[config.mk]
export PLATFORM = sky130hd
export DESIGN_NAME = vid_line_buffer
export DESIGN_NICKNAME = d
export VERILOG_FILES = /design/src/vid_pixel_pkg.sv /design/src/vid_line_buffer.sv
export VERILOG_INCLUDE_DIRS = /design/src
export SDC_FILE = /design/constraint.sdc
export NUM_CORES = 1
export LEC_CHECK = 0
export BUFFER_PORTS_ARGS = -buffer_cell sky130_fd_sc_hd__clkbuf_2
export CORE_MARGIN = 8
export CORE_UTILIZATION = 50
export CTS_CLUSTER_SIZE = 25
export DETAILED_ROUTE_END_ITERATION = 8
export PLACE_DENSITY_LB_ADDON = 0.08
export SYNTH_ARGS = -nofsm -noshare
export SYNTH_HDL_FRONTEND = slang
export SYNTH_SLANG_ARGS = --single-unit
[constraint.sdc]
create_clock -name clk -period 3.68 [get_ports clk]
set_clock_uncertainty 0.15 [all_clocks]
set_input_delay 1.104 -clock clk [delete_from_list [all_inputs] [get_ports clk]]
set_output_delay 1.104 -clock clk [all_outputs]
set_load 0.01 [all_outputs]
[src/vid_config.svh]
`ifndef VID_CONFIG_SVH
`define VID_CONFIG_SVH

// Line geometry
`define VID_LINE_PIXELS 64
`define VID_LINE_WORDS  16

// Main RAM, 32-bit words
`define VID_RAM_WORDS   4096
`define VID_RAM_AW      12

// Palette
`define VID_PAL_ENTRIES 256
`define VID_PAL_IDX_W   8

//////////////////////////////////////////////////////////////////////
// Address map, selected by paddr[15:12]
//////////////////////////////////////////////////////////////////////
`define VID_PADDR_W     16

// Pages 0x0 up to 0x3 are main RAM bytes
`define VID_RAM_PAGES   4'h4
`define VID_PAGE_CTRL   4'h8
`define VID_PAGE_PAL    4'h9

`endif
[src/vid_pixel_pkg.sv]
package vid_pixel_pkg;

`include "vid_config.svh"

    typedef logic [`VID_PAL_IDX_W-1:0] pixel_idx_t;

    typedef struct packed {
        logic [3:0] r;
        logic [3:0] g;
        logic [3:0] b;
    } rgb_t;

    // Host side sees two bytes, display side sees a colour
    typedef union packed {
        logic [1:0][7:0] bytes;
        struct packed {
            logic [3:0] rsvd;
            rgb_t       rgb;
        } color;
    } palette_entry_u;

    // Word position within one line
    typedef logic [$clog2(`VID_LINE_WORDS)-1:0] line_word_idx_t;

endpackage

[src/vid_line_buffer.sv]
`timescale 1ns/1ps

`include "vid_config.svh"

module vid_line_buffer (
    input  logic                           clk,
    input  logic                           reset,
    input  logic                           line_start_i,

    input  logic                           we_i,
    input  vid_pixel_pkg::line_word_idx_t  widx_i,
    input  logic [31:0]                    wdata_i,

    input  vid_pixel_pkg::line_word_idx_t  ridx_i,
    output logic [31:0]                    rdata_o
);

    logic [31:0] mem [2][`VID_LINE_WORDS];
    logic        bank_sel;

    // bank_sel names the front bank, the fetcher fills the other one
    always_ff @(posedge clk or posedge reset) begin
        if (reset) begin
            bank_sel <= 1'b0;
        end else if (line_start_i) begin
            bank_sel <= ~bank_sel;
        end
    end

    always_ff @(posedge clk) begin
        if (we_i) begin
            mem[~bank_sel][widx_i] <= wdata_i;
        end
        rdata_o <= mem[bank_sel][ridx_i];
    end

endmodule

# Yosys cells after proc, flatten, opt, wreduce, memory -nomap -nowiden

Memories as Yosys holds them, arrays and structs flattened.
Index checks and enable logic that the tools add are counted.

Bits in registers: 33
Bits in writable memories: 1024
Input port bits: 44
Output and inout bits: 32
Word-level logic and storage cells: 17
Memories kept: 1

Memory list:

| memory | depth | width | rd ports | clocked after Yosys merged registers in | wr ports | RTL line              | text |
|---|---|---|---|---|---|---|---|
| mem    | 2     | 512   | 1        | 0                                       | 1        | vid_line_buffer.sv:18 | `` logic [31:0] mem [2][`VID_LINE_WORDS]; `` |

Magnitude comparators: 3
Multiplexer cells: 7
Bitwise operators: 3
Reduce and logical (&&, ||, !) cells: 1

Operators with widths:

| kind                 | count |
|---|---|
| $mux W512            | 1 |
| $bmux W32 S4         | 1 |
| $demux W32 S4        | 1 |
| $mux W32             | 3 |
| $ge A5 B5 Y1 const B | 2 |
| $not A4 Y5           | 2 |
| $lt A5 B1 Y1 const B | 1 |
| $logic_and A1 B1 Y1  | 1 |
| $mux W1              | 1 |
| $not A1 Y1           | 1 |

# Logic depth before layout (Yosys ltp)

Depth after elaboration: 6
Gate-level depth with buffers: 8

# Least setup slack after synthesis

OpenSTA, ideal clock, no wires.

Path kind: input to register
Start: in widx_i[2]
End: mem mem[0][448] (netlist name), enable pin
Setup time: 0.421 ns
Arrival time: 3.026 ns
Slack: 0.083 ns
Stages: 3
Path through: or3b_1 clkbuf_1 nor2_1

Word-level cells in the longest chain between the ends: 6
Elaborated cells between the ends (all ways): 7

RTL lines:

| what                                                                      | RTL line              | text |
|---|---|---|
| start: declaration                                                        | vid_line_buffer.sv:11 | `input vid_pixel_pkg::line_word_idx_t widx_i,` |
| $not A4 Y5 (*)                                                            | vid_line_buffer.sv:32 | `mem[~bank_sel][widx_i] <= wdata_i;` |
| $ge A5 B5 Y1 (not written as such) / $lt A5 B1 Y1 (equally long branches) | vid_line_buffer.sv:32 |  |
| $logic_and A1 B1 Y1 (not written as such)                                 | vid_line_buffer.sv:32 |  |
| $mux W32 (not written as such)                                            | vid_line_buffer.sv:32 |  |
| $demux W32 S4 (*)                                                         | vid_line_buffer.sv:32 |  |
| $mux W512 (not written as such) (*)                                       | vid_line_buffer.sv:32 |  |
| end: declaration                                                          | vid_line_buffer.sv:18 |  |

Every way passes the cells marked *; elsewhere a longest branch is shown, timed or not.

# Final worst setup path

Start: reg bank_sel
End: reg rdata_o[13]

Word-level cells in the longest chain between the ends: 4

RTL lines:

| what                                        | RTL line              | text |
|---|---|---|
| start: declaration                          | vid_line_buffer.sv:19 | `logic bank_sel;` |
| start signal: assignment                    | vid_line_buffer.sv:26 | `bank_sel <= ~bank_sel;` |
| $mem_v2 Z2 W512                             | -                     |  |
| $bmux W32 S4                                | vid_line_buffer.sv:34 | `rdata_o <= mem[bank_sel][ridx_i];` |
| $mux W32 (not written as such) (2 in a row) | vid_line_buffer.sv:34 |  |
| end signal: assignment                      | vid_line_buffer.sv:34 |  |
| end: declaration                            | vid_line_buffer.sv:15 | `output logic [31:0] rdata_o` |

Every way passes these cells. The select of a mux whose other input is x is not followed.
A chain may end at the register's enable or synchronous reset.

==> results.cfg <==
[grt]
grt_max_degree = 58
grt_pass1_vias = 21280
overflow = 0
antenna_found_initial = 3
grt_pass1_wl_um = 150400
track_usage_pct = 22.76

[worst_setup_path]
cp_max_fo = 26
cp_num_buf_inv = 1
critPathTopFamily = simple AND/OR/NAND/NOR gates
cp-start-kind = flop
endpoint_kind = flop
critical_path_class = reg2reg
cp.arrival_ns = 3.07
max_stage_delay_ns = 0.75
r2r_slack_ns = 0.96
crit_chain = and2_4 -> buf_4 -> a21oi_1 -> a31oi_1 -> nand3_1
crit_path_top_delay_cell = dfrtp_1
required_ns = 4.03

[placed_design]
hpwlAfterDp_um = 59280
post-place-cells = 3408
port_buffers = 75
routabilityCongestion = 0.7704

[synth]
synthTopCellsByArea = edfxtp_1 (76%), mux2i_1 (13%), a22oi_1 (1.8%)
ys_warn_count = 0
synth_xor_area_share_pct = 0.02159
synth-edff-count = 1024
synth_top_family_by_area = multiplexers
async_flop_share_pct = 0.09461
synth.area.mux_share_pct = 12.63
yosysMostFrequentCell = edfxtp_1
synth-adder-area-share_pct = 0
synth-seq-cells = 1057
syn_area_per_cell_um2 = 17.92
ys.flop_type = edfxtp_1
synth_fp_nets = 2308
yosysTopAreaCell = edfxtp_1
synthTopCellsByCount = edfxtp_1 (1024), mux2i_1 (512), nand2_1 (98), nand3_1 (98)
synth-simple-area-share_pct = 3.097
synth_area_um2 = 40560
synth_compound_area_share_pct = 4.837
yosys.area.top_type_share_pct = 75.81
synth.distinct_cells = 29
yosysSeqAreaShare_pct = 77.45
synthesis.instances = 2264

[clocking]
clock-sinks = 1057
cts_root_buffer = clkbuf_16
clock_latency_ns = 0.66
postCtsSetupBuffers = 0
cts-resized-gates = 0
clk_pin_slew_worst_paths_ns = 0.06
hold_buffers = 0
cts_max_path_buffers = 3
htreeDepth = 3
numCtsBuffers = 107
cts_tree = done

[outcome]
status = finished clean

[hold_path]
holdCritPathClass = in2async

[sta]
fin_hold_ws_ns = 0.09138
setup_viol = 0
slew_violations = 0
fin_crit_ns = 2.716
tightest_slew_ns = 0.8715
max_slew_margin_pct = 41.90
timing.final.crit_share_pct = 73.81
finalHoldViolCount = 0
totalNegativeSetupSlack_ns = 0
rsz0062_at_grt = false
fmax_ghz = 0.3681

[pwr]
netSwitchingPower_mw = 6.658
power_frac_seq_pct = 49.6
ir_drop_mv = 0.3594
comb_power_share_pct = 11.0
power_leakage_nw = 16.47
swShare_pct = 24.08
p_total_mw = 27.65
internal_power_mw = 20.99
p_per_area_nw_per_um2 = 591.1
clkPwrFrac_pct = 39.4

[drt]
avgViaCountPerCell = 5.852
drt_pre_antenna_iters = 5
num_vias = 21130
wl_per_cell_um = 28.84
routed_wirelength_um = 104100
drt_iter0_drc = 2005
ant_nets = 0
drc = 0

[floorplanning]
die-area_um2 = 90500
initial_core_util_pct = 50.44
io_pins = 76
floorplan.die.height_um = 300.8
core_area_um2 = 80420
fp-row-count = 104
die_x_um = 300.8

[layout]
multiInputGateArea_um2 = 8622
fillerInstances = 6029
final_net_count = 2501
final_cells = 3611
area_growth_pct = 15.30
drive_gt1_share_pct = 16.16
fin_util_pct = 58.16
seq_area_um2 = 31420

[job]
max_cap_viol_count = 0
==> path summary, 6_finish.rpt <==
path                                to        start  cells after the start
setup / recovery           rdata_o[13]     bank_sel                      5
hold / removal                bank_sel        reset                      2
setup reg to reg           rdata_o[13]     bank_sel                      5
hold reg to reg            rdata_o[21]  mem[0][245]                      4
max in group asynchronous     bank_sel        reset                      2
min in group clk           rdata_o[21]  mem[0][245]                      4
==> per-stage QoR <==
step                      worst slack (ns)  cell area (um^2)
after floorplan                    0.08326             40560
after global placement              0.4278             43210
after detailed placement            0.4937             43210
after CTS                           0.9629             46770
after global routing                0.8370             46770
final                               0.9636             46770
==> power groups by stage <==
stage | Sequential (mW) | Clock, mW | Combinational, mW
global placement | 14.0 | 0 | 3.03
global route | 13.7 | 11.5 | 3.25
finish | 13.7 | 10.9 | 3.04
floorplan | 13.9 | 0 | 1.57
CTS | 13.7 | 11.1 | 3.07
detailed placement | 14.0 | 0 | 3.06
==> cell families after synthesis <==
group | count (synthesis)
mux | 512
xor+xnor | 1
compound gates | 288
flops | 1057
buf+inv | 129
simple gates | 277
==> layout by cell type, fill, tap and decap left out <==
master / netlist / routed
edfxtp_1: 1024 / 1024
mux2i_1: 512 / 512
clkbuf_16: 0 / 109
buf_4: 33 / 103
nand3_1: 98 / 98
nand2_1: 98 / 97
a22oi_1: 96 / 96
a21oi_1: 96 / 96
clkbuf_2: 0 / 74
a22o_1: 64 / 64
buf_12: 0 / 34
nor2_4: 0 / 33
nor3_1: 32 / 32
a31oi_1: 32 / 32
dfxtp_1: 32 / 32
clkbuf_1: 25 / 27
clkinv_2: 0 / 16
clkinv_1: 0 / 15
bufinv_16: 0 / 11
clkbuf_8: 0 / 10
clkinvlp_4: 0 / 9
nand3b_1: 5 / 5
or3b_1: 3 / 3
inv_6: 0 / 3
nor2b_4: 0 / 2
nand2b_2: 0 / 2
clkinv_8: 0 / 2
diode_2: 0 / 1
xor2_1: 1 / 1
and2_4: 0 / 1
or2_2: 0 / 1
nand2_2: 0 / 1
or3_1: 1 / 1
nor2_1: 33 / 1
inv_1: 1 / 1
dfrtp_1: 1 / 1
buf_8: 1 / 1
==> per-layer routing <==
metal  global-route usage, %  vias up  part of all wire, %
met5                       0        -                0.012
met4                   5.554        2                  2.0
met3                   3.068      126                  4.9
met2                   36.43      573                   48
met1                   33.13    11050                   46
li1                        -     9385                    -
==> sequential cells by signal, summed over array words and instances (netlist names) <==
signal / cells
bank_sel: 1
mem: 1024
rdata_o: 32
==> layout make-up <==
type / count / area share, %
Multi-Input combinational cell: 1078 / 18.44
Timing Repair Buffer: 212 / 3.933
Antenna cell: 1 / 0.005351
Sequential cell: 1057 / 67.17
Tap cell: 1060 / 2.836
Clock inverter: 56 / 1.268
Inverter: 1 / 0.008026
Clock buffer: 146 / 6.343
Note: power is estimated with default switching activity, not from simulation.
