===== src/vid_config.svh =====
`ifndef VID_CONFIG_SVH
`define VID_CONFIG_SVH

// Line geometry
`define VID_LINE_PIXELS 64
`define VID_LINE_WORDS  16

// Main RAM, 32-bit words
`define VID_RAM_WORDS   4096
`define VID_RAM_AW      12

// Palette
`define VID_PAL_ENTRIES 256
`define VID_PAL_IDX_W   8

//////////////////////////////////////////////////////////////////////
// Address map, selected by paddr[15:12]
//////////////////////////////////////////////////////////////////////
`define VID_PADDR_W     16

// Pages 0x0 up to 0x3 are main RAM bytes
`define VID_RAM_PAGES   4'h4
`define VID_PAGE_CTRL   4'h8
`define VID_PAGE_PAL    4'h9

`endif

===== src/vid_pixel_pkg.sv =====
package vid_pixel_pkg;

`include "vid_config.svh"

    typedef logic [`VID_PAL_IDX_W-1:0] pixel_idx_t;

    typedef struct packed {
        logic [3:0] r;
        logic [3:0] g;
        logic [3:0] b;
    } rgb_t;

    // Host side sees two bytes, display side sees a colour
    typedef union packed {
        logic [1:0][7:0] bytes;
        struct packed {
            logic [3:0] rsvd;
            rgb_t       rgb;
        } color;
    } palette_entry_u;

    // Word position within one line
    typedef logic [$clog2(`VID_LINE_WORDS)-1:0] line_word_idx_t;

endpackage


===== src/vid_bus_pkg.sv =====
package vid_bus_pkg;

`include "vid_config.svh"

    // Region selected by the upper address nibble
    typedef enum logic [1:0] {
        REGION_RAM,
        REGION_CTRL,
        REGION_PAL,
        REGION_NONE
    } vid_region_e;

    // Byte offsets inside the control page
    typedef enum logic [7:0] {
        CTRL_ENABLE     = 8'h00,
        CTRL_FB_BASE_LO = 8'h04,
        CTRL_FB_BASE_HI = 8'h05
    } vid_ctrl_reg_e;

    // Word address into main RAM
    typedef logic [`VID_RAM_AW-1:0] ram_addr_t;

endpackage


===== src/vid_line_fetcher.sv =====
`timescale 1ns/1ps

`include "vid_config.svh"

module vid_line_fetcher (
    input  logic                           clk,
    input  logic                           reset,
    input  logic                           frame_start_i,
    input  logic                           line_start_i,
    input  logic                           layer_en_i,
    input  vid_bus_pkg::ram_addr_t         fb_base_i,

    output logic                           fetch_req_o,
    output vid_bus_pkg::ram_addr_t         fetch_addr_o,
    input  logic                           fetch_ack_i,
    input  logic [31:0]                    fetch_rdata_i,

    output logic                           lb_we_o,
    output vid_pixel_pkg::line_word_idx_t  lb_widx_o,
    output logic [31:0]                    lb_wdata_o
);

    import vid_bus_pkg::*;
    import vid_pixel_pkg::*;

    localparam int LINE_SHIFT = $clog2(`VID_LINE_WORDS);
    localparam int LINE_CNT_W = `VID_RAM_AW - LINE_SHIFT;

    logic [LINE_CNT_W-1:0] line_cnt;
    logic [LINE_CNT_W-1:0] line_cur;
    ram_addr_t             line_base;
    logic                  busy;
    logic [LINE_SHIFT:0]   issue_cnt;
    logic                  issued_vld;
    line_word_idx_t        issued_idx;

    assign line_cur     = frame_start_i ? '0 : line_cnt;
    assign fetch_req_o  = busy & ~issue_cnt[LINE_SHIFT];
    assign fetch_addr_o = line_base + ram_addr_t'(issue_cnt[LINE_SHIFT-1:0]);

    // Ack answers the request of the previous cycle
    assign lb_we_o    = issued_vld & fetch_ack_i;
    assign lb_widx_o  = issued_idx;
    assign lb_wdata_o = fetch_rdata_i;

    always_ff @(posedge clk or posedge reset) begin
        if (reset) begin
            line_cnt   <= '0;
            line_base  <= '0;
            busy       <= 1'b0;
            issue_cnt  <= '0;
            issued_vld <= 1'b0;
            issued_idx <= '0;
        end else if (line_start_i) begin
            // New line, also aborts a running fetch
            busy       <= layer_en_i;
            issue_cnt  <= '0;
            issued_vld <= 1'b0;
            line_base  <= fb_base_i + {line_cur, {LINE_SHIFT{1'b0}}};
            line_cnt   <= line_cur + 1'b1;
        end else begin
            // Frame start only rewinds the line count, a running fetch goes on
            if (frame_start_i) begin
                line_cnt <= '0;
            end
            if (!layer_en_i) begin
                busy       <= 1'b0;
                issued_vld <= 1'b0;
            end else if (busy) begin
                issued_vld <= fetch_req_o;
                issued_idx <= issue_cnt[LINE_SHIFT-1:0];
                // Missing ack means the host took the RAM, go back to that word
                if (issued_vld && !fetch_ack_i) begin
                    issue_cnt <= {1'b0, issued_idx};
                end else if (fetch_req_o) begin
                    issue_cnt <= issue_cnt + 1'b1;
                end
                if (issued_vld && fetch_ack_i && (&issued_idx) && issue_cnt[LINE_SHIFT]) begin
                    busy <= 1'b0;
                end
            end
        end
    end

endmodule


===== config.mk =====
export PLATFORM = sky130hd
export DESIGN_NAME = vid_line_fetcher
export DESIGN_NICKNAME = d
export VERILOG_FILES = /design/src/vid_pixel_pkg.sv /design/src/vid_bus_pkg.sv /design/src/vid_line_fetcher.sv
export VERILOG_INCLUDE_DIRS = /design/src
export SDC_FILE = /design/constraint.sdc
export NUM_CORES = 1
export LEC_CHECK = 0
export BUFFER_PORTS_ARGS = -buffer_cell sky130_fd_sc_hd__buf_2
export CORE_AREA = 10 10 102 104
export DETAILED_ROUTE_END_ITERATION = 7
export DIE_AREA = 0 0 112 114
export PLACE_DENSITY_LB_ADDON = 0.05
export SLEW_MARGIN = 20
export SYNTH_ARGS = -nofsm -noshare
export SYNTH_HDL_FRONTEND = slang
export SYNTH_SLANG_ARGS = --single-unit

===== constraint.sdc =====
create_clock -name clk -period 6.5 [get_ports clk]
set_input_delay 0.65 -clock clk [delete_from_list [all_inputs] [get_ports clk]]
set_output_delay 0.65 -clock clk [all_outputs]
set_load 0.1 [all_outputs]

**Word level (Yosys, flattened, before mapping)**

Cells that the tools add are included.

- Memories: 0
- Latch bits: 0
- Output and inout bits: 50
- Bits in writable memories: 0
- ROM bits: 0
- Bits in registers: 31

- Multiplexer cells: 14
- Reductions and logical operators: 11
- Add/subtract/negate cells: 4
- Eq/ne operators: 1
- Shifts and indexed selects: 0
- Magnitude comparators: 0
- Multipliers: 0
- Bitwise operators: 4
- Divide/modulo/power cells: 0

Operators by type and width:

| kind | number |
|---|---|
| 2-to-1 mux 5 bit | 5 |
| 2-to-1 mux 8 bit | 2 |
| adder 12 bit | 1 |
| adder 12 x 4 -> 12 bit | 1 |
| adder 8 x 1 -> 8 bit (second input constant) | 1 |
| 2-to-1 mux 1 bit | 7 |
| AND reduction 3 bit | 2 |
| adder 5 x 1 -> 5 bit (second input constant) | 1 |
| logical AND 1 bit | 4 |
| AND reduction 4 bit | 1 |
| nonzero test 2 bit | 2 |
| != test 3 x 2 -> 1 bit (second input constant) | 1 |
| nonzero test 3 bit | 1 |
| AND 1 bit | 2 |
| inverter 1 bit | 2 |
| zero test 1 bit | 1 |

**Logic depth before layout (Yosys ltp)**

- Depth in word-level cells: 7
- Gate-level depth with buffers: 10
- Mapped depth without buffers: 9

**Worst setup path before layout**

No wires, ideal clock.

- Path type: reg2out
- Start: reg issue_cnt[1]
- End: out fetch_addr_o[9]
- Data arrival time: 3.107 ns
- Data required time: 5.850 ns
- Cell stages (with the launch flop): 8
- Path slack: 2.743 ns
- Cells stage by stage: dfrtp_1 -> ha_1 -> a21o_1 -> a21oi_1 -> nor2b_1 -> o21ai_0 -> nor2_1 -> xnor2_1

- Word-level cells in the longest chain between the ends: 1

RTL lines:

| item | RTL line | RTL |
|---|---|---|
| start: declaration | vid_line_fetcher.sv:33 | `logic [LINE_SHIFT:0] issue_cnt;` |
| start signal: assignment | vid_line_fetcher.sv:74 | `issue_cnt <= {1'b0, issued_idx};` |
| start signal: assignment | vid_line_fetcher.sv:76 | `issue_cnt <= issue_cnt + 1'b1;` |
| adder 12 x 4 -> 12 bit | vid_line_fetcher.sv:39 | `assign fetch_addr_o = line_base + ram_addr_t'(issue_cnt[LINE_SHIFT-1:0]);` |
| end: declaration | vid_line_fetcher.sv:14 | `output vid_bus_pkg::ram_addr_t fetch_addr_o,` |

Every way passes these cells.

**Final worst setup path**

- Start: reg issue_cnt[1]
- End: out fetch_addr_o[11]

The elaborated chain is that of the path after synthesis.

==> metrics.cfg <==
[final_layout]
layout-drive-gt1-share_pct=23.8
antenna_cells_inserted=0
net_count_of_the_finished_layout=321
num-fill-cells=911
areaGrowthSynthToFinish_pct=5.43
post-route-util_pct=29.3

[routing]
drtAntennaViolNets=0
wl_per_cell_um=15.2
drc=0
postRouteWirelength_mm=5.59
routed-via-count=1739
drt_pass1_iterations=4
drt_iter0_markers=76
vias_per_cell=4.71

[clocking]
htree_num_levels=2
post_cts_setup_buffer_count=0
cts_sinks=31
worst_skew_pair.late_latency_ns=0.28
cts.clk_slew.worst_paths_ns=0.07
cts_buffer_depth=2
cts_root_buffer=clkbuf_8
cts_hold_buf=0
clock_tree_from_tritoncts=built
cts_inserted_buffers=5
post_cts_resize_count=0

[synth]
syn_avg_cell_area_um2=9.11
synth.cell_area_um2=2350
post_synth_inst_count=258
synth_seq_cells=31
synth_warnings=0
yosys_most_used_dff=dfrtp_1
synth-edff-count=0
synth-seq-area-share_pct=33.0
ys_types=45
postSynthNetCount=318
synth_async_sr_flop_share_pct=100

[setup_path]
critPathLaunchType=flip-flop
worstPathCellList=ha_1, a21o_1, a21oi_1, nor2b_1, o21ai_0, nor2_1, xor2_1, buf_2
timing.critical_path.fanout_max=5
critPathArrivalTime_ns=2.67
critical_path_class=reg2out
worst_r2r_path_depth=8
crit_slowest_cell=buf_2
r2r_setup_slack_ns=4.11
reg2reg_from=line_cnt[0]$_DFF_PP0_
destination_of_the_worst_register_to_register_timing_path=line_base[11]$_DFFE_PP0P_
critical-path-max-stage-delay_ns=0.46
worstSetupEndpointType=output port
worst-endpoint-required_ns=5.85

[timing]
finalCriticalPeriod_ns=3.32
maxSlewViolCount=0
whs_ns=0.454
setup_viol=0
slew_headroom_pct=52.9
rsz0062_at_grt=no
max_freq_mhz=301
setup_tns_ns=0
final_hold_violating_endpoints=0
period_share_pct=51.1
clock-skew-final_ns=0.00781
max_slew.worst_pin.slew_ns=0.706

[pwr]
power_density_nw_per_um2=233
p_leak_nw=1.10
power.ir.vdd_worst_mv=0.0639

[floorplan]
std_cell_rows=34
core_um2=8470
pin_count=100
die_width_um=112
floorplan.die.height_um=114
initial_core_utilization_pct=27.8
die-area_um2=12800

[global_route]
global_route.peak_usage_layer=met2
first_global_vias=1904
grt_overflow_total=0
global_route.usage.total_pct=9.15
global_route.usage.met2_pct=16.0
antenna_found_initial=0
grt_pass1_wl_mm=9.63
grt_max_degree=35
met3_usage_pct=3.20
groute.layer.met1.usage_pct=10.1

[placed_design]
gp_routability_congestion=0.720
buffer_ports.inserted=35
hpwl_mm=4.18

[outcome]
outcome=finished, final reports clean

[hold_path]
hp-class=in2async

[run]
number_of_max_cap_violations=0

==> Yosys cell counts, types with 2 or more instances <==
cell type,n,area [µm²]
nand3_1,7,35.0
o221ai_1,2,17.5
ha_1,9,113
o211ai_1,5,37.5
and3_1,3,18.8
nand2b_1,5,31.3
inv_1,12,45.0
a31oi_1,3,18.8
buf_2,3,15.0
xnor2_1,17,149
xor2_1,11,96.3
a22oi_1,2,15.0
nand2_1,14,52.6
o21ai_0,10,50.1
a211oi_1,2,15.0
mux2_2,9,101
clkbuf_1,4,15.0
nor2_1,22,82.6
nand3b_1,2,15.0
nand4_1,6,37.5
maj3_2,3,33.8
a21oi_1,12,60.1
dfrtp_1,31,776
a21o_1,2,15.0
buf_4,33,248
nor2b_1,10,62.6
==> stage by stage <==
stage	setup slack, ns	power, mW	area, µm²	cells
final	3.18	0.577	2480	369
after global routing	3.02	0.610	2480	369
after CTS	3.16	0.591	2480	369
after detailed placement	3.48	0.427	2390	362
after global placement	3.52	0.428	2390	362
after floorplan	2.74	0.479	2350	258
==> sequential cells by signal, summed over array words and instances (netlist names) <==
name / cells
line_cnt: 8
busy: 1
line_base: 12
issued_vld: 1
lb_widx_o: 4
issue_cnt: 5
==> worst max-delay path: cells and delay by family, from the launching register on <==
family / cells / cell delay [ns]
flip-flops: 1 / 0.43
buffers and inverters: 1 / 0.46
XOR/XNOR: 1 / 0.20
AND/OR/NAND/NOR: 2 / 0.22
AO/OA/AOI/OAI: 3 / 0.80
adder cells (fa/ha/maj): 1 / 0.28
==> power by group <==
group          switching, mW  leakage, nW  internal [mW]
registers             0.0168        0.397          0.208
logic                  0.151        0.658         0.0449
clock network         0.0737       0.0470         0.0830
==> cell families (layout without fill, tap and decap cells) <==
kind of cell	Yosys count	count (layout)	synth area share (%)
multiplexers	10	10	4.74
flip-flops	31	31	33.0
AND/OR/NAND/NOR	78	78	17.5
buffers and inverters	52	55	13.7
adder cells (fa/ha/maj)	13	13	7.08
XOR/XNOR	28	28	10.4
AO/OA/AOI/OAI	46	46	13.5
==> worst max path at each step <==
stage | from | to | slack, ns
finish | issue_cnt[1]$_DFFE_PP0P_ | fetch_addr_o[11] | 3.18
global route | issue_cnt[0]$_DFFE_PP0P_ | fetch_addr_o[10] | 3.02
CTS | issue_cnt[1]$_DFFE_PP0P_ | fetch_addr_o[11] | 3.16
detailed placement | issue_cnt[1]$_DFFE_PP0P_ | fetch_addr_o[11] | 3.48
global placement | issue_cnt[0]$_DFFE_PP0P_ | fetch_addr_o[10] | 3.52
floorplan | issue_cnt[1]$_DFFE_PP0P_ | fetch_addr_o[9] | 2.74
==> layout make-up <==
type                    instances  area, µm²  area share (%)
clock inverters                 1       5.00           0.202
flip-flops and latches         31        776            31.3
multi-input cells             175       1250            50.5
well taps                     108        135            5.45
repair buffers                 36        183            7.37
clock buffers                   6       82.6            3.33
inverters                      12       45.0            1.82
==> cell usage in the layout (no fill, tap or decap), types with 3 or more instances in the layout <==
cell type  instances
dfrtp_1           31
inv_1             12
nor2_1            22
a21oi_1           12
nand2b_1           5
a31oi_1            3
ha_1               9
xor2_1            11
nand4_1            6
mux2_2             9
nor2b_1           10
maj3_2             3
and3_1             3
xnor2_1           17
nand2_1           14
clkbuf_8           6
buf_2             35
o21ai_0           10
nand3_1            7
o211ai_1           5
==> metal layers <==
layer,part of all wire [%],vias up
li1,-,861
met1,42,825
met2,50,46
met3,6.0,7
met4,1.4,0
met5,0,-
No activity file was read; power rests on OpenSTA's default activity.
