File: src/vid_config.svh
`ifndef VID_CONFIG_SVH
`define VID_CONFIG_SVH

// Line geometry
`define VID_LINE_PIXELS 64
`define VID_LINE_WORDS  16

// Main RAM, 32-bit words
`define VID_RAM_WORDS   4096
`define VID_RAM_AW      12

// Palette
`define VID_PAL_ENTRIES 256
`define VID_PAL_IDX_W   8

//////////////////////////////////////////////////////////////////////
// Address map, selected by paddr[15:12]
//////////////////////////////////////////////////////////////////////
`define VID_PADDR_W     16

// Pages 0x0 up to 0x3 are main RAM bytes
`define VID_RAM_PAGES   4'h4
`define VID_PAGE_CTRL   4'h8
`define VID_PAGE_PAL    4'h9

`endif
File: src/vid_pixel_pkg.sv
package vid_pixel_pkg;

`include "vid_config.svh"

    typedef logic [`VID_PAL_IDX_W-1:0] pixel_idx_t;

    typedef struct packed {
        logic [3:0] r;
        logic [3:0] g;
        logic [3:0] b;
    } rgb_t;

    // Host side sees two bytes, display side sees a colour
    typedef union packed {
        logic [1:0][7:0] bytes;
        struct packed {
            logic [3:0] rsvd;
            rgb_t       rgb;
        } color;
    } palette_entry_u;

    // Word position within one line
    typedef logic [$clog2(`VID_LINE_WORDS)-1:0] line_word_idx_t;

endpackage

File: src/vid_pixel_out.sv
`timescale 1ns/1ps

`include "vid_config.svh"

module vid_pixel_out (
    input  logic                           clk,
    input  logic                           reset,
    input  logic                           line_start_i,
    input  logic                           pixel_req_i,
    input  logic                           layer_en_i,

    output vid_pixel_pkg::line_word_idx_t  lb_ridx_o,
    input  logic [31:0]                    lb_rdata_i,

    output vid_pixel_pkg::pixel_idx_t      pal_raddr_o,
    input  vid_pixel_pkg::palette_entry_u  pal_rdata_i,

    output vid_pixel_pkg::rgb_t            rgb_o,
    output logic                           rgb_valid_o
);

    import vid_pixel_pkg::*;

    localparam int CNT_W = $clog2(`VID_LINE_PIXELS);

    logic [CNT_W-1:0] pix_cnt;
    logic [1:0]       lane_q;
    logic             req_q;
    pixel_idx_t       lane_pix;

    //////////////////////////////////////////////////////////////////////
    // Stage 0: word read from the front bank
    //////////////////////////////////////////////////////////////////////
    assign lb_ridx_o = pix_cnt[CNT_W-1:2];

    always_ff @(posedge clk or posedge reset) begin
        if (reset) begin
            pix_cnt     <= '0;
            req_q       <= 1'b0;
            rgb_valid_o <= 1'b0;
        end else begin
            if (line_start_i) begin
                pix_cnt <= '0;
            end else if (pixel_req_i) begin
                pix_cnt <= pix_cnt + 1'b1;
            end
            req_q       <= pixel_req_i;
            rgb_valid_o <= req_q;
        end
    end

    always_ff @(posedge clk) begin
        lane_q <= pix_cnt[1:0];
    end

    //////////////////////////////////////////////////////////////////////
    // Stage 1: byte select and palette address
    //////////////////////////////////////////////////////////////////////
    assign lane_pix    = lb_rdata_i[8*lane_q +: 8];
    assign pal_raddr_o = layer_en_i ? lane_pix : '0;

    // Stage 2: palette entry back, colour view
    assign rgb_o = pal_rdata_i.color.rgb;

endmodule

File: config.mk
export PLATFORM = sky130hd
export DESIGN_NAME = vid_pixel_out
export DESIGN_NICKNAME = d
export VERILOG_FILES = /design/src/vid_pixel_pkg.sv /design/src/vid_pixel_out.sv
export VERILOG_INCLUDE_DIRS = /design/src
export SDC_FILE = /design/constraint.sdc
export NUM_CORES = 1
export LEC_CHECK = 0
export BUFFER_PORTS_ARGS = -buffer_cell sky130_fd_sc_hd__buf_2
export CORE_MARGIN = 8
export CORE_UTILIZATION = 37
export DETAILED_ROUTE_END_ITERATION = 10
export GPL_TIMING_DRIVEN = 0
export HOLD_SLACK_MARGIN = 0.12
export PLACE_DENSITY = 0.87
export SLEW_MARGIN = 30
export SYNTH_ARGS = -nofsm -noshare
export SYNTH_HDL_FRONTEND = slang
export SYNTH_SLANG_ARGS = --single-unit
File: constraint.sdc
create_clock -name clk -period 4.4 [get_ports clk]
set_clock_uncertainty 0.2 [all_clocks]
set_input_delay 0.66 -clock clk [delete_from_list [all_inputs] [get_ports clk]]
set_output_delay 0.66 -clock clk [all_outputs]
set_load 0.01 [all_outputs]
* Word level (Yosys, flattened, before mapping)
Index checks and enable logic that the tools add are counted.
Cells by class: add/subtract/negate cells 1, shift operators 1, mux-type cells 3, reductions and logical operators 1
Operator list (number):
- variable part select 32 x 6 -> 8 bit | 1
- 2-to-1 mux 6 bit | 2
- 2-to-1 mux 8 bit | 1
- adder 6 x 1 -> 6 bit (second input constant) | 1
- nonzero test 2 bit | 1
Storage, ports and cells: register bits 10, input bits 53, output and inout port bits 25

* Depth between registers and ports, before layout
Gate-level depths: netlist of the first run.
depth in word-level cells 3, depth in mapped cells 4, depth with buffers taken out 4

* Least setup slack after synthesis of the first run
OpenSTA, ideal clock, no wires.
path type input port to output port, start point input lb_rdata_i[24], end point output pal_raddr_o[0], arrival 1.283 ns, slack 2.257 ns, cell stages on the path 2, cells stage by stage mux4_2 and2_1
Between the ends: cells in the longest elaborated chain, start to end 2
Ends and longest elaborated chain:
- start, declared | line vid_pixel_out.sv:13 | input logic [31:0] lb_rdata_i,
- variable part select 32 x 6 -> 8 bit | line vid_pixel_out.sv:59 | assign lane_pix = lb_rdata_i[8*lane_q +: 8];
- 2-to-1 mux 8 bit | line vid_pixel_out.sv:60 | assign pal_raddr_o = layer_en_i ? lane_pix : '0;
- end, declared | line vid_pixel_out.sv:15 | output vid_pixel_pkg::pixel_idx_t pal_raddr_o,
No other way between the ends.

* Worst setup path in the final report of the first run
start point register lane_q[1], end point output pal_raddr_o[6]
Between the ends: cells in the longest elaborated chain, start to end 2
Ends and longest elaborated chain:
- start, declared | line vid_pixel_out.sv:27 | logic [1:0] lane_q;
- start signal, assigned | line vid_pixel_out.sv:53 | lane_q <= pix_cnt[1:0];
- variable part select 32 x 6 -> 8 bit | line vid_pixel_out.sv:59
- 2-to-1 mux 8 bit | line vid_pixel_out.sv:60
No other way between the ends.

==> impl_metrics.csv, run 1 <==
group,metric,value,unit
yosys,synth_nets,117,
worst_setup_path,cp-start-kind,"register",
global_route,grt_pass1_wl,3080,microns
yosys,syn_inst,63,
clock_tree,cts_made_buffers,3,
placed_design,gp_congestion,0.688,
layout,fin_cells,155,
layout,drive_gt1_frac,0.711,
clock_tree,cts_sinks,10,
drt,vias,676,
layout,fillers,182,
power_and_ir_drop,power.density,241,nW/um^2
floorplanning,start_util,0.383,
placed_design,dp_hpwl,1950,microns
worst_setup_path,critPathKind,"reg -> out",
layout,final_common_cell,"buf_2",
yosys,synth_cell_type_count,19,
clock_tree,cts_tree,"done",
yosys,seq_area_frac_synth,0.330,
run_status,status,"completed",
drt,firstDrtPassIters,3,
timing,hold_viol,0,
drt,drt_iter0_markers,4,
worst_setup_path,path_max_fanout,8,
placed_design,dpl-instance-area,1070,sq um
worst_setup_path,reg2regPathDepth,3,
timing,setup_viol,0,
worst_hold_path,min_path_type,"in -> async",
global_route,grt_max_degree,9,
layout,finalNetCount,183,
timing,tightest_slew,406,ps
yosys,ys_ff_latch,10,
yosys,synth_area_leaders,"dfrtp_1, mux4_2, buf_4",
clock_tree,clk_pin_slew,70,ps
placed_design,numPortBuffers,61,
yosys,synth_top_area_frac,0.275,
timing,fin_tns_setup,0,ps
yosys,netlist_area,728,sq um
global_route,globalRouteTotalUtil,0.110,
clock_tree,h-tree-depth,1,
floorplanning,core-area,1900,sq um
layout,syn2layout_area_growth,51.5,%
timing,post-route-period-util,0.550,
layout,antenna_cells,0,
drt,wl,2150,microns
clock_tree,post_cts_buffers,0,
run,drv_cap,0,
floorplanning,die_w,60.4,microns
power_and_ir_drop,cellLeakagePower,0.601,nW
drt,antenna_left,0,
yosys,synth_edf_count,0,
drt,wl_per_cell,13.9,microns
timing,whs,124,ps
global_route,grt_remaining_overflow,0,
global_route,grt_pass1_vias,751,
timing,rsz0062_at_grt,"false",
timing,maxSlewViolCount,0,
layout,final_area,1100,sq um
clock_tree,cts.repair.resized,0,
clock_tree,clock_latency,260,ps
timing,relSlewSlack,0.729,
floorplanning,die-area,3640,sq um
yosys,synth_flop_cell,"dfrtp_1",
clock_tree,cts_hold_buffers,0,
worst_setup_path,required,3540,ps
timing,fin_crit,2420,ps
timing,max_freq,414,MHz
global_route,grt_antenna_before_repair,0,
worst_setup_path,crit_arrival,1560,ps
drt,viasPerCell,4.36,
floorplanning,die_h,60.4,microns
clock_tree,clockBufferDepth,2,
drt,route.detailed.drc,0,
worst_setup_path,critPathCaptureType,"output pin",
floorplanning,num_rows,16,
floorplanning,ios,78,
layout,layout_common_cells,"buf_2, buf_4, mux4_2, and2_1, dfrtp_1",
clock_tree,clockRootBuffer,"clkbuf_4",
placed_design,dp.cells,151,
yosys,syn_area_per_cell,11.6,sq um
yosys,ys_warn_count,0,
yosys,synthArstFlopShare,0.800,
power_and_ir_drop,peakVddDrop,0.000166,V
yosys,synth.largest_area_cell,"dfrtp_1",
[report_power, final]
part	internal, mW	total (mW)	switching [mW]
Sequential	0.0962	0.0994	0.00321
Combinational	0.0515	0.0839	0.0324
Clock	0.0502	0.0826	0.0324
[path summary, 6_finish.rpt]
path                       startpoint             end  slack [ps]
setup / recovery            lane_q[1]  pal_raddr_o[6]        1980
hold reg to reg                 req_q     rgb_valid_o         150
hold / removal                  reset      pix_cnt[3]         120
max in group asynchronous       reset           req_q        3640
setup reg to reg           pix_cnt[2]      pix_cnt[5]        3070
min in group clk                req_q     rgb_valid_o         150
[state kept, by name, indices dropped and copies added, names as in the netlist]
signal	count
lane_q	2
pix_cnt	6
req_q	1
rgb_valid_o	1
[area by class of cell]
type | instances | area (sq um) | share of cell area
Multi-Input combinational cell | 34 | 349 | 0.316
Timing Repair Buffer | 61 | 305 | 0.277
Sequential cell | 10 | 240 | 0.218
Buffer | 18 | 135 | 0.122
Clock buffer | 4 | 36.3 | 0.0329
Tap cell | 27 | 33.8 | 0.0306
Inverter | 1 | 3.75 | 0.00340
[critical path, stage by stage, from the launching register on]
cell and delay [ps]:
dfxtp_1 300, clkbuf_1 330, mux4_2 360, and2_1 170, buf_2 140
[metal layers]
metal | vias to the layer above | track usage | share of wire
met5 | - | 0 | 0
met4 | 0 | 0.0544 | 0
met3 | 0 | 0.0318 | 0.13
met2 | 32 | 0.215 | 0.57
met1 | 311 | 0.0989 | 0.29
li1 | 333 | - | -
[stage by stage]
stage / utilization / total power, mW / setup WS (ps)
final: 0.580 / 0.266 / 1980
after global routing: 0.580 / 0.280 / 1890
after CTS: 0.580 / 0.270 / 1940
after detailed placement: 0.561 / 0.187 / 2020
after global placement: 0.561 / 0.185 / 2030
after floorplan: - / 0.152 / 2260
[synth_stat cells, types with 2 or more instances]
cell / n
and2_1: 8
buf_4: 16
dfrtp_1: 8
dfxtp_1: 2
mux4_2: 8
nand2_1: 2
nor2_1: 5
xor2_1: 3
[logic make-up after synthesis]
group,share of synthesized area
buffers and inverters,0.191
adder cells (fa/ha/maj),0.0172
AO/OA/AOI/OAI,0.0137
multiplexers,0.261
flip-flops,0.330
XOR/XNOR,0.0481
AND/OR/NAND/NOR,0.139
Power figures use the tool's default switching activity.
==> run 2: changes to the inputs <==
--- a/config.mk
+++ b/config.mk
@@ -8,11 +8,11 @@
 export LEC_CHECK = 0
 export BUFFER_PORTS_ARGS = -buffer_cell sky130_fd_sc_hd__buf_2
 export CORE_MARGIN = 8
-export CORE_UTILIZATION = 37
+export CORE_UTILIZATION = 34
 export DETAILED_ROUTE_END_ITERATION = 10
 export GPL_TIMING_DRIVEN = 0
 export HOLD_SLACK_MARGIN = 0.12
-export PLACE_DENSITY = 0.87
+export PLACE_DENSITY = 0.81
 export SLEW_MARGIN = 30
 export SYNTH_ARGS = -nofsm -noshare
 export SYNTH_HDL_FRONTEND = slang
==> constraint.sdc (replaced) <==
create_clock -name clk -period 2.35 [get_ports clk]
set_clock_uncertainty 0.2 [all_clocks]
set_input_delay 0.3525 -clock clk [delete_from_list [all_inputs] [get_ports clk]]
set_output_delay 0.3525 -clock clk [all_outputs]
set_load 0.01 [all_outputs]
==> impl_metrics.csv, run 2 (synthesis gave the netlist of run 1 again) <==
group,metric,value,unit
clock_tree,cts.repair.resized,0,
timing,maxSlewViolCount,0,
worst_setup_path,reg2regPathDepth,3,
power_and_ir_drop,cellLeakagePower,0.606,nW
floorplanning,core-area,2000,sq um
worst_hold_path,min_path_type,"reg -> reg",
layout,final_common_cell,"buf_2",
drt,vias,730,
global_route,grt_pass1_wl,4000,microns
drt,route.detailed.drc,0,
global_route,grt_max_degree,9,
drt,firstDrtPassIters,4,
worst_setup_path,cp-start-kind,"register",
timing,setup_viol,0,
timing,fin_crit,2110,ps
timing,post-route-period-util,0.897,
timing,fin_tns_setup,0,ps
power_and_ir_drop,peakVddDrop,0.000264,V
worst_setup_path,cp-endpoint,"pal_raddr_o[0]",
clock_tree,post_cts_buffers,0,
timing,rsz0062_at_grt,"false",
timing,relSlewSlack,0.736,
floorplanning,die_w,62.3,microns
floorplanning,start_util,0.364,
clock_tree,clk_pin_slew,60,ps
power_and_ir_drop,fin_total_pwr,459,uW
global_route,grt_remaining_overflow,0,
drt,antenna_left,0,
timing,hold_viol,0,
layout,antenna_cells,0,
global_route,globalRouteTotalUtil,0.124,
clock_tree,cts_tree,"done",
layout,largest_register,"pix_cnt",
timing,max_freq,475,MHz
worst_setup_path,crit_start,"lane_q[1]",
timing,whs,149,ps
clock_tree,cts_sinks,10,
worst_setup_path,critPathKind,"reg -> out",
placed_design,numPortBuffers,61,
drt,wl,2450,microns
layout,drive_gt1_frac,0.692,
layout,finalNetCount,186,
run_status,status,"completed",
drt,drt_iter0_markers,28,
global_route,grt_antenna_before_repair,0,
clock_tree,cts_hold_buffers,3,
worst_setup_path,ff2ff_setup_slack,990,ps
timing,worst_slack,243,ps
placed_design,gp_congestion,0.822,
worst_setup_path,path_max_fanout,8,
clock_tree,clockRootBuffer,"clkbuf_4",
placed_design,dpl_worst_slack,505,ps
drt,wl_per_cell,15.6,microns
timing,tightest_slew,396,ps
clock_tree,cts_made_buffers,3,
floorplanning,ios,78,
layout,layout_common_cells,"buf_2, buf_4, mux4_2, and2_1, dfrtp_1",
layout,largest_reg_flops,6,
global_route,grt_pass1_vias,755,
layout,top_regs,"pix_cnt (6), lane_q (2)",
worst_setup_path,r2r-end,"pix_cnt[5]",
power_and_ir_drop,power.density,410,nW/um^2
placed_design,dp_hpwl,2150,microns
worst_setup_path,critPathCaptureType,"output pin",
clock_tree,h-tree-depth,1,
floorplanning,die_h,62.3,microns
worst_setup_path,rr_startpoint,"pix_cnt[2]",
run,drv_cap,0,
floorplanning,die-area,3880,sq um
layout,syn2layout_area_growth,53.8,%
clock_tree,clockBufferDepth,2,
clock_tree,clock_latency,250,ps
worst_setup_path,required,1800,ps
worst_setup_path,crit_arrival,1550,ps
drt,viasPerCell,4.65,
floorplanning,num_rows,16,
[run 2: power breakdown]
part | internal (mW) | switching [mW] | total, mW | leakage (nW)
clock network | 0.0589 | 0.0527 | 0.112 | 0.0138
logic | 0.0997 | 0.0611 | 0.161 | 0.470
registers | 0.180 | 0.00622 | 0.186 | 0.122
total | 0.339 | 0.120 | 0.459 | 0.606
[run 2: how the worst min path moves through the flow]
| stage | start | endpoint | slack [ps] | depth (start not counted) |
|---|---|---|---|---|
| floorplan | reset | pix_cnt[0] | -30 | 1 |
| global placement | reset | rgb_valid_o | 100 | 2 |
| detailed placement | reset | rgb_valid_o | 110 | 2 |
| CTS | req_q | rgb_valid_o | 150 | 0 |
| global route | req_q | rgb_valid_o | 160 | 0 |
| finish | req_q | rgb_valid_o | 150 | 0 |
[run 2: metal layers]
metal / up-vias / global-route usage / share of wire
met1: 337 / 0.134 / 0.39
li1: 339 / - / -
met2: 54 / 0.216 / 0.48
met4: 0 / 0.0427 / 0
met3: 0 / 0.0448 / 0.13
met5: - / 0 / 0
[run 2: through the flow]
stage / instance area (sq um) / std cells / util
final: 1120 / 157 / 0.559
after detailed placement: 1070 / 151 / 0.533
after CTS: 1120 / 157 / 0.559
after floorplan: 728 / 63 / -
after global placement: 1070 / 151 / 0.533
after global routing: 1120 / 157 / 0.559
[run 2: area by class of cell]
type / count / area, sq um
Buffer: 18 / 135
Clock buffer: 3 / 22.5
Fill cell: 191 / 882
Inverter: 1 / 3.75
Multi-Input combinational cell: 34 / 349
Sequential cell: 10 / 240
Tap cell: 27 / 33.8
Timing Repair Buffer: 64 / 335
[run 2: critical path, stage by stage, from the launching register on]
cell	delay (ps)
dfxtp_1	310
clkbuf_1	320
mux4_2	360
and2_1	170
buf_2	140
==> run 3: changes to the inputs <==
--- a/config.mk
+++ b/config.mk
@@ -8,11 +8,12 @@
 export LEC_CHECK = 0
 export BUFFER_PORTS_ARGS = -buffer_cell sky130_fd_sc_hd__buf_2
 export CORE_MARGIN = 8
-export CORE_UTILIZATION = 34
+export CORE_UTILIZATION = 38
+export CTS_BUF_LIST = sky130_fd_sc_hd__clkbuf_4
 export DETAILED_ROUTE_END_ITERATION = 10
 export GPL_TIMING_DRIVEN = 0
 export HOLD_SLACK_MARGIN = 0.12
-export PLACE_DENSITY = 0.81
+export PLACE_DENSITY = 0.89
 export SLEW_MARGIN = 30
 export SYNTH_ARGS = -nofsm -noshare
 export SYNTH_HDL_FRONTEND = slang
==> constraint.sdc (replaced) <==
create_clock -name clk -period 2.6 [get_ports clk]
set_clock_uncertainty 0.2 [all_clocks]
set_input_delay 0.39 -clock clk [delete_from_list [all_inputs] [get_ports clk]]
set_output_delay 0.39 -clock clk [all_outputs]
set_load 0.01 [all_outputs]
==> impl_metrics.csv, run 3 (synthesis gave the netlist of run 1 again) <==
group,metric,value,unit
floorplanning,die_h,59.8,microns
drt,firstDrtPassIters,2,
run_status,status,"completed",
timing,relSlewSlack,0.732,
worst_setup_path,ff2ff_setup_slack,1230,ps
global_route,grt_remaining_overflow,0,
drt,drt_iter0_markers,7,
timing,max_freq,464,MHz
power_and_ir_drop,peakVddDrop,0.000252,V
layout,drive_gt1_frac,0.692,
layout,largest_reg_flops,6,
layout,final_common_cell,"buf_2",
worst_setup_path,critPathCaptureType,"output pin",
worst_hold_path,min_path_cells,2,
layout,largest_register,"pix_cnt",
timing,post-route-period-util,0.828,
layout,syn2layout_area_growth,52.9,%
global_route,grt_antenna_before_repair,0,
timing,fin_crit,2150,ps
worst_setup_path,path_max_fanout,8,
timing,hold_viol,0,
timing,maxSlewViolCount,0,
drt,antenna_left,0,
drt,wl,2350,microns
power_and_ir_drop,cellLeakagePower,0.603,nW
timing,fin_tns_setup,0,ps
worst_setup_path,reg2regPathDepth,3,
run,drv_cap,0,
floorplanning,die-area,3570,sq um
clock_tree,cts.repair.resized,0,
worst_setup_path,cp-start-kind,"register",
global_route,grt_pass1_vias,789,
global_route,globalRouteTotalUtil,0.130,
worst_hold_path,min_path_type,"in -> reg",
worst_setup_path,r2r-end,"pix_cnt[5]",
clock_tree,post_cts_buffers,0,
floorplanning,ios,78,
drt,vias,699,
layout,layout_common_cells,"buf_2, buf_4, mux4_2, and2_1, dfrtp_1",
placed_design,numPortBuffers,61,
drt,viasPerCell,4.45,
layout,finalNetCount,185,
worst_setup_path,crit_arrival,1560,ps
clock_tree,cts_tree,"done",
floorplanning,die_w,59.8,microns
worst_setup_path,crit_start,"lane_q[1]",
timing,setup_viol,0,
timing,worst_slack,447,ps
floorplanning,num_rows,16,
placed_design,dpl_worst_slack,722,ps
worst_setup_path,required,2010,ps
global_route,grt_max_degree,9,
clock_tree,clk_pin_slew,60,ps
clock_tree,cts_sinks,10,
worst_hold_path,hold_start,"line_start_i",
layout,multi_input_area,349,sq um
timing,rsz0062_at_grt,"false",
clock_tree,clockRootBuffer,"clkbuf_4",
layout,antenna_cells,0,
clock_tree,cts_made_buffers,3,
drt,wl_per_cell,15.0,microns
clock_tree,clockBufferDepth,2,
floorplanning,start_util,0.387,
worst_setup_path,critPathKind,"reg -> out",
placed_design,gp_congestion,0.752,
worst_setup_path,cp-endpoint,"pal_raddr_o[2]",
clock_tree,h-tree-depth,1,
power_and_ir_drop,fin_total_pwr,422,uW
floorplanning,core-area,1880,sq um
timing,tightest_slew,401,ps
worst_setup_path,rr_startpoint,"pix_cnt[2]",
layout,top_regs,"pix_cnt (6), lane_q (2)",
placed_design,dp_hpwl,2110,microns
global_route,grt_pass1_wl,3520,microns
clock_tree,cts_hold_buffers,2,
power_and_ir_drop,power.density,379,nW/um^2
drt,route.detailed.drc,0,
layout,fillers,182,
clock_tree,clock_latency,260,ps
layout,ff_latch_area,240,sq um
-- run 3: changes by cell type in the layout (fill, tap and decap cells not counted), sizes merged --
| cell | change |
|---|---|
| clkinv | +1 |
| dlygate4sd3 | -1 |
-- run 3: metal layers --
layer / wire length (microns) / GRT usage / vias up
met4: 26 / 0.0510 / 0
met1: 687 / 0.110 / 316
met3: 343 / 0.0559 / 4
li1: - / - / 337
met2: 1300 / 0.254 / 42
met5: 0 / 0 / -
-- run 3: worst max-delay path: stages (launching register included) --
cell,delay [ps]
dfxtp_1,300
clkbuf_1,330
mux4_2,350
and2_1,170
buf_2,140
-- run 3: per-stage QoR --
step | utilization | hold slack, ps | instance area (sq um) | cells
floorplan | - | 5.66 | 728 | 63
global placement | 0.567 | 133 | 1070 | 151
detailed placement | 0.567 | 142 | 1070 | 151
CTS | 0.592 | 140 | 1110 | 157
global route | 0.592 | 153 | 1110 | 157
finish | 0.592 | 150 | 1110 | 157
-- run 3: worst min-delay path by stage --
stage | slack, ps | end
4_1_cts | 140 | pix_cnt[0]
6_report | 150 | pix_cnt[0]
5_1_grt | 150 | pix_cnt[0]
3_5_place_dp | 140 | rgb_valid_o
3_3_place_gp | 130 | rgb_valid_o
2_1_floorplan | 6 | pix_cnt[0]
-- run 3: report_power, final --
group / total, mW / internal, mW / switching (mW)
sequential: 0.169 / 0.163 / 0.00568
clock: 0.107 / 0.0554 / 0.0513
combinational: 0.147 / 0.0893 / 0.0573
-- run 3: cell type report --
cell class | count | share of cell area
Multi-Input combinational cell | 34 | 0.313
Inverter | 1 | 0.00337
Clock inverter | 1 | 0.00337
Buffer | 18 | 0.121
Sequential cell | 10 | 0.216
Timing Repair Buffer | 63 | 0.292
Clock buffer | 3 | 0.0202
Tap cell | 27 | 0.0303
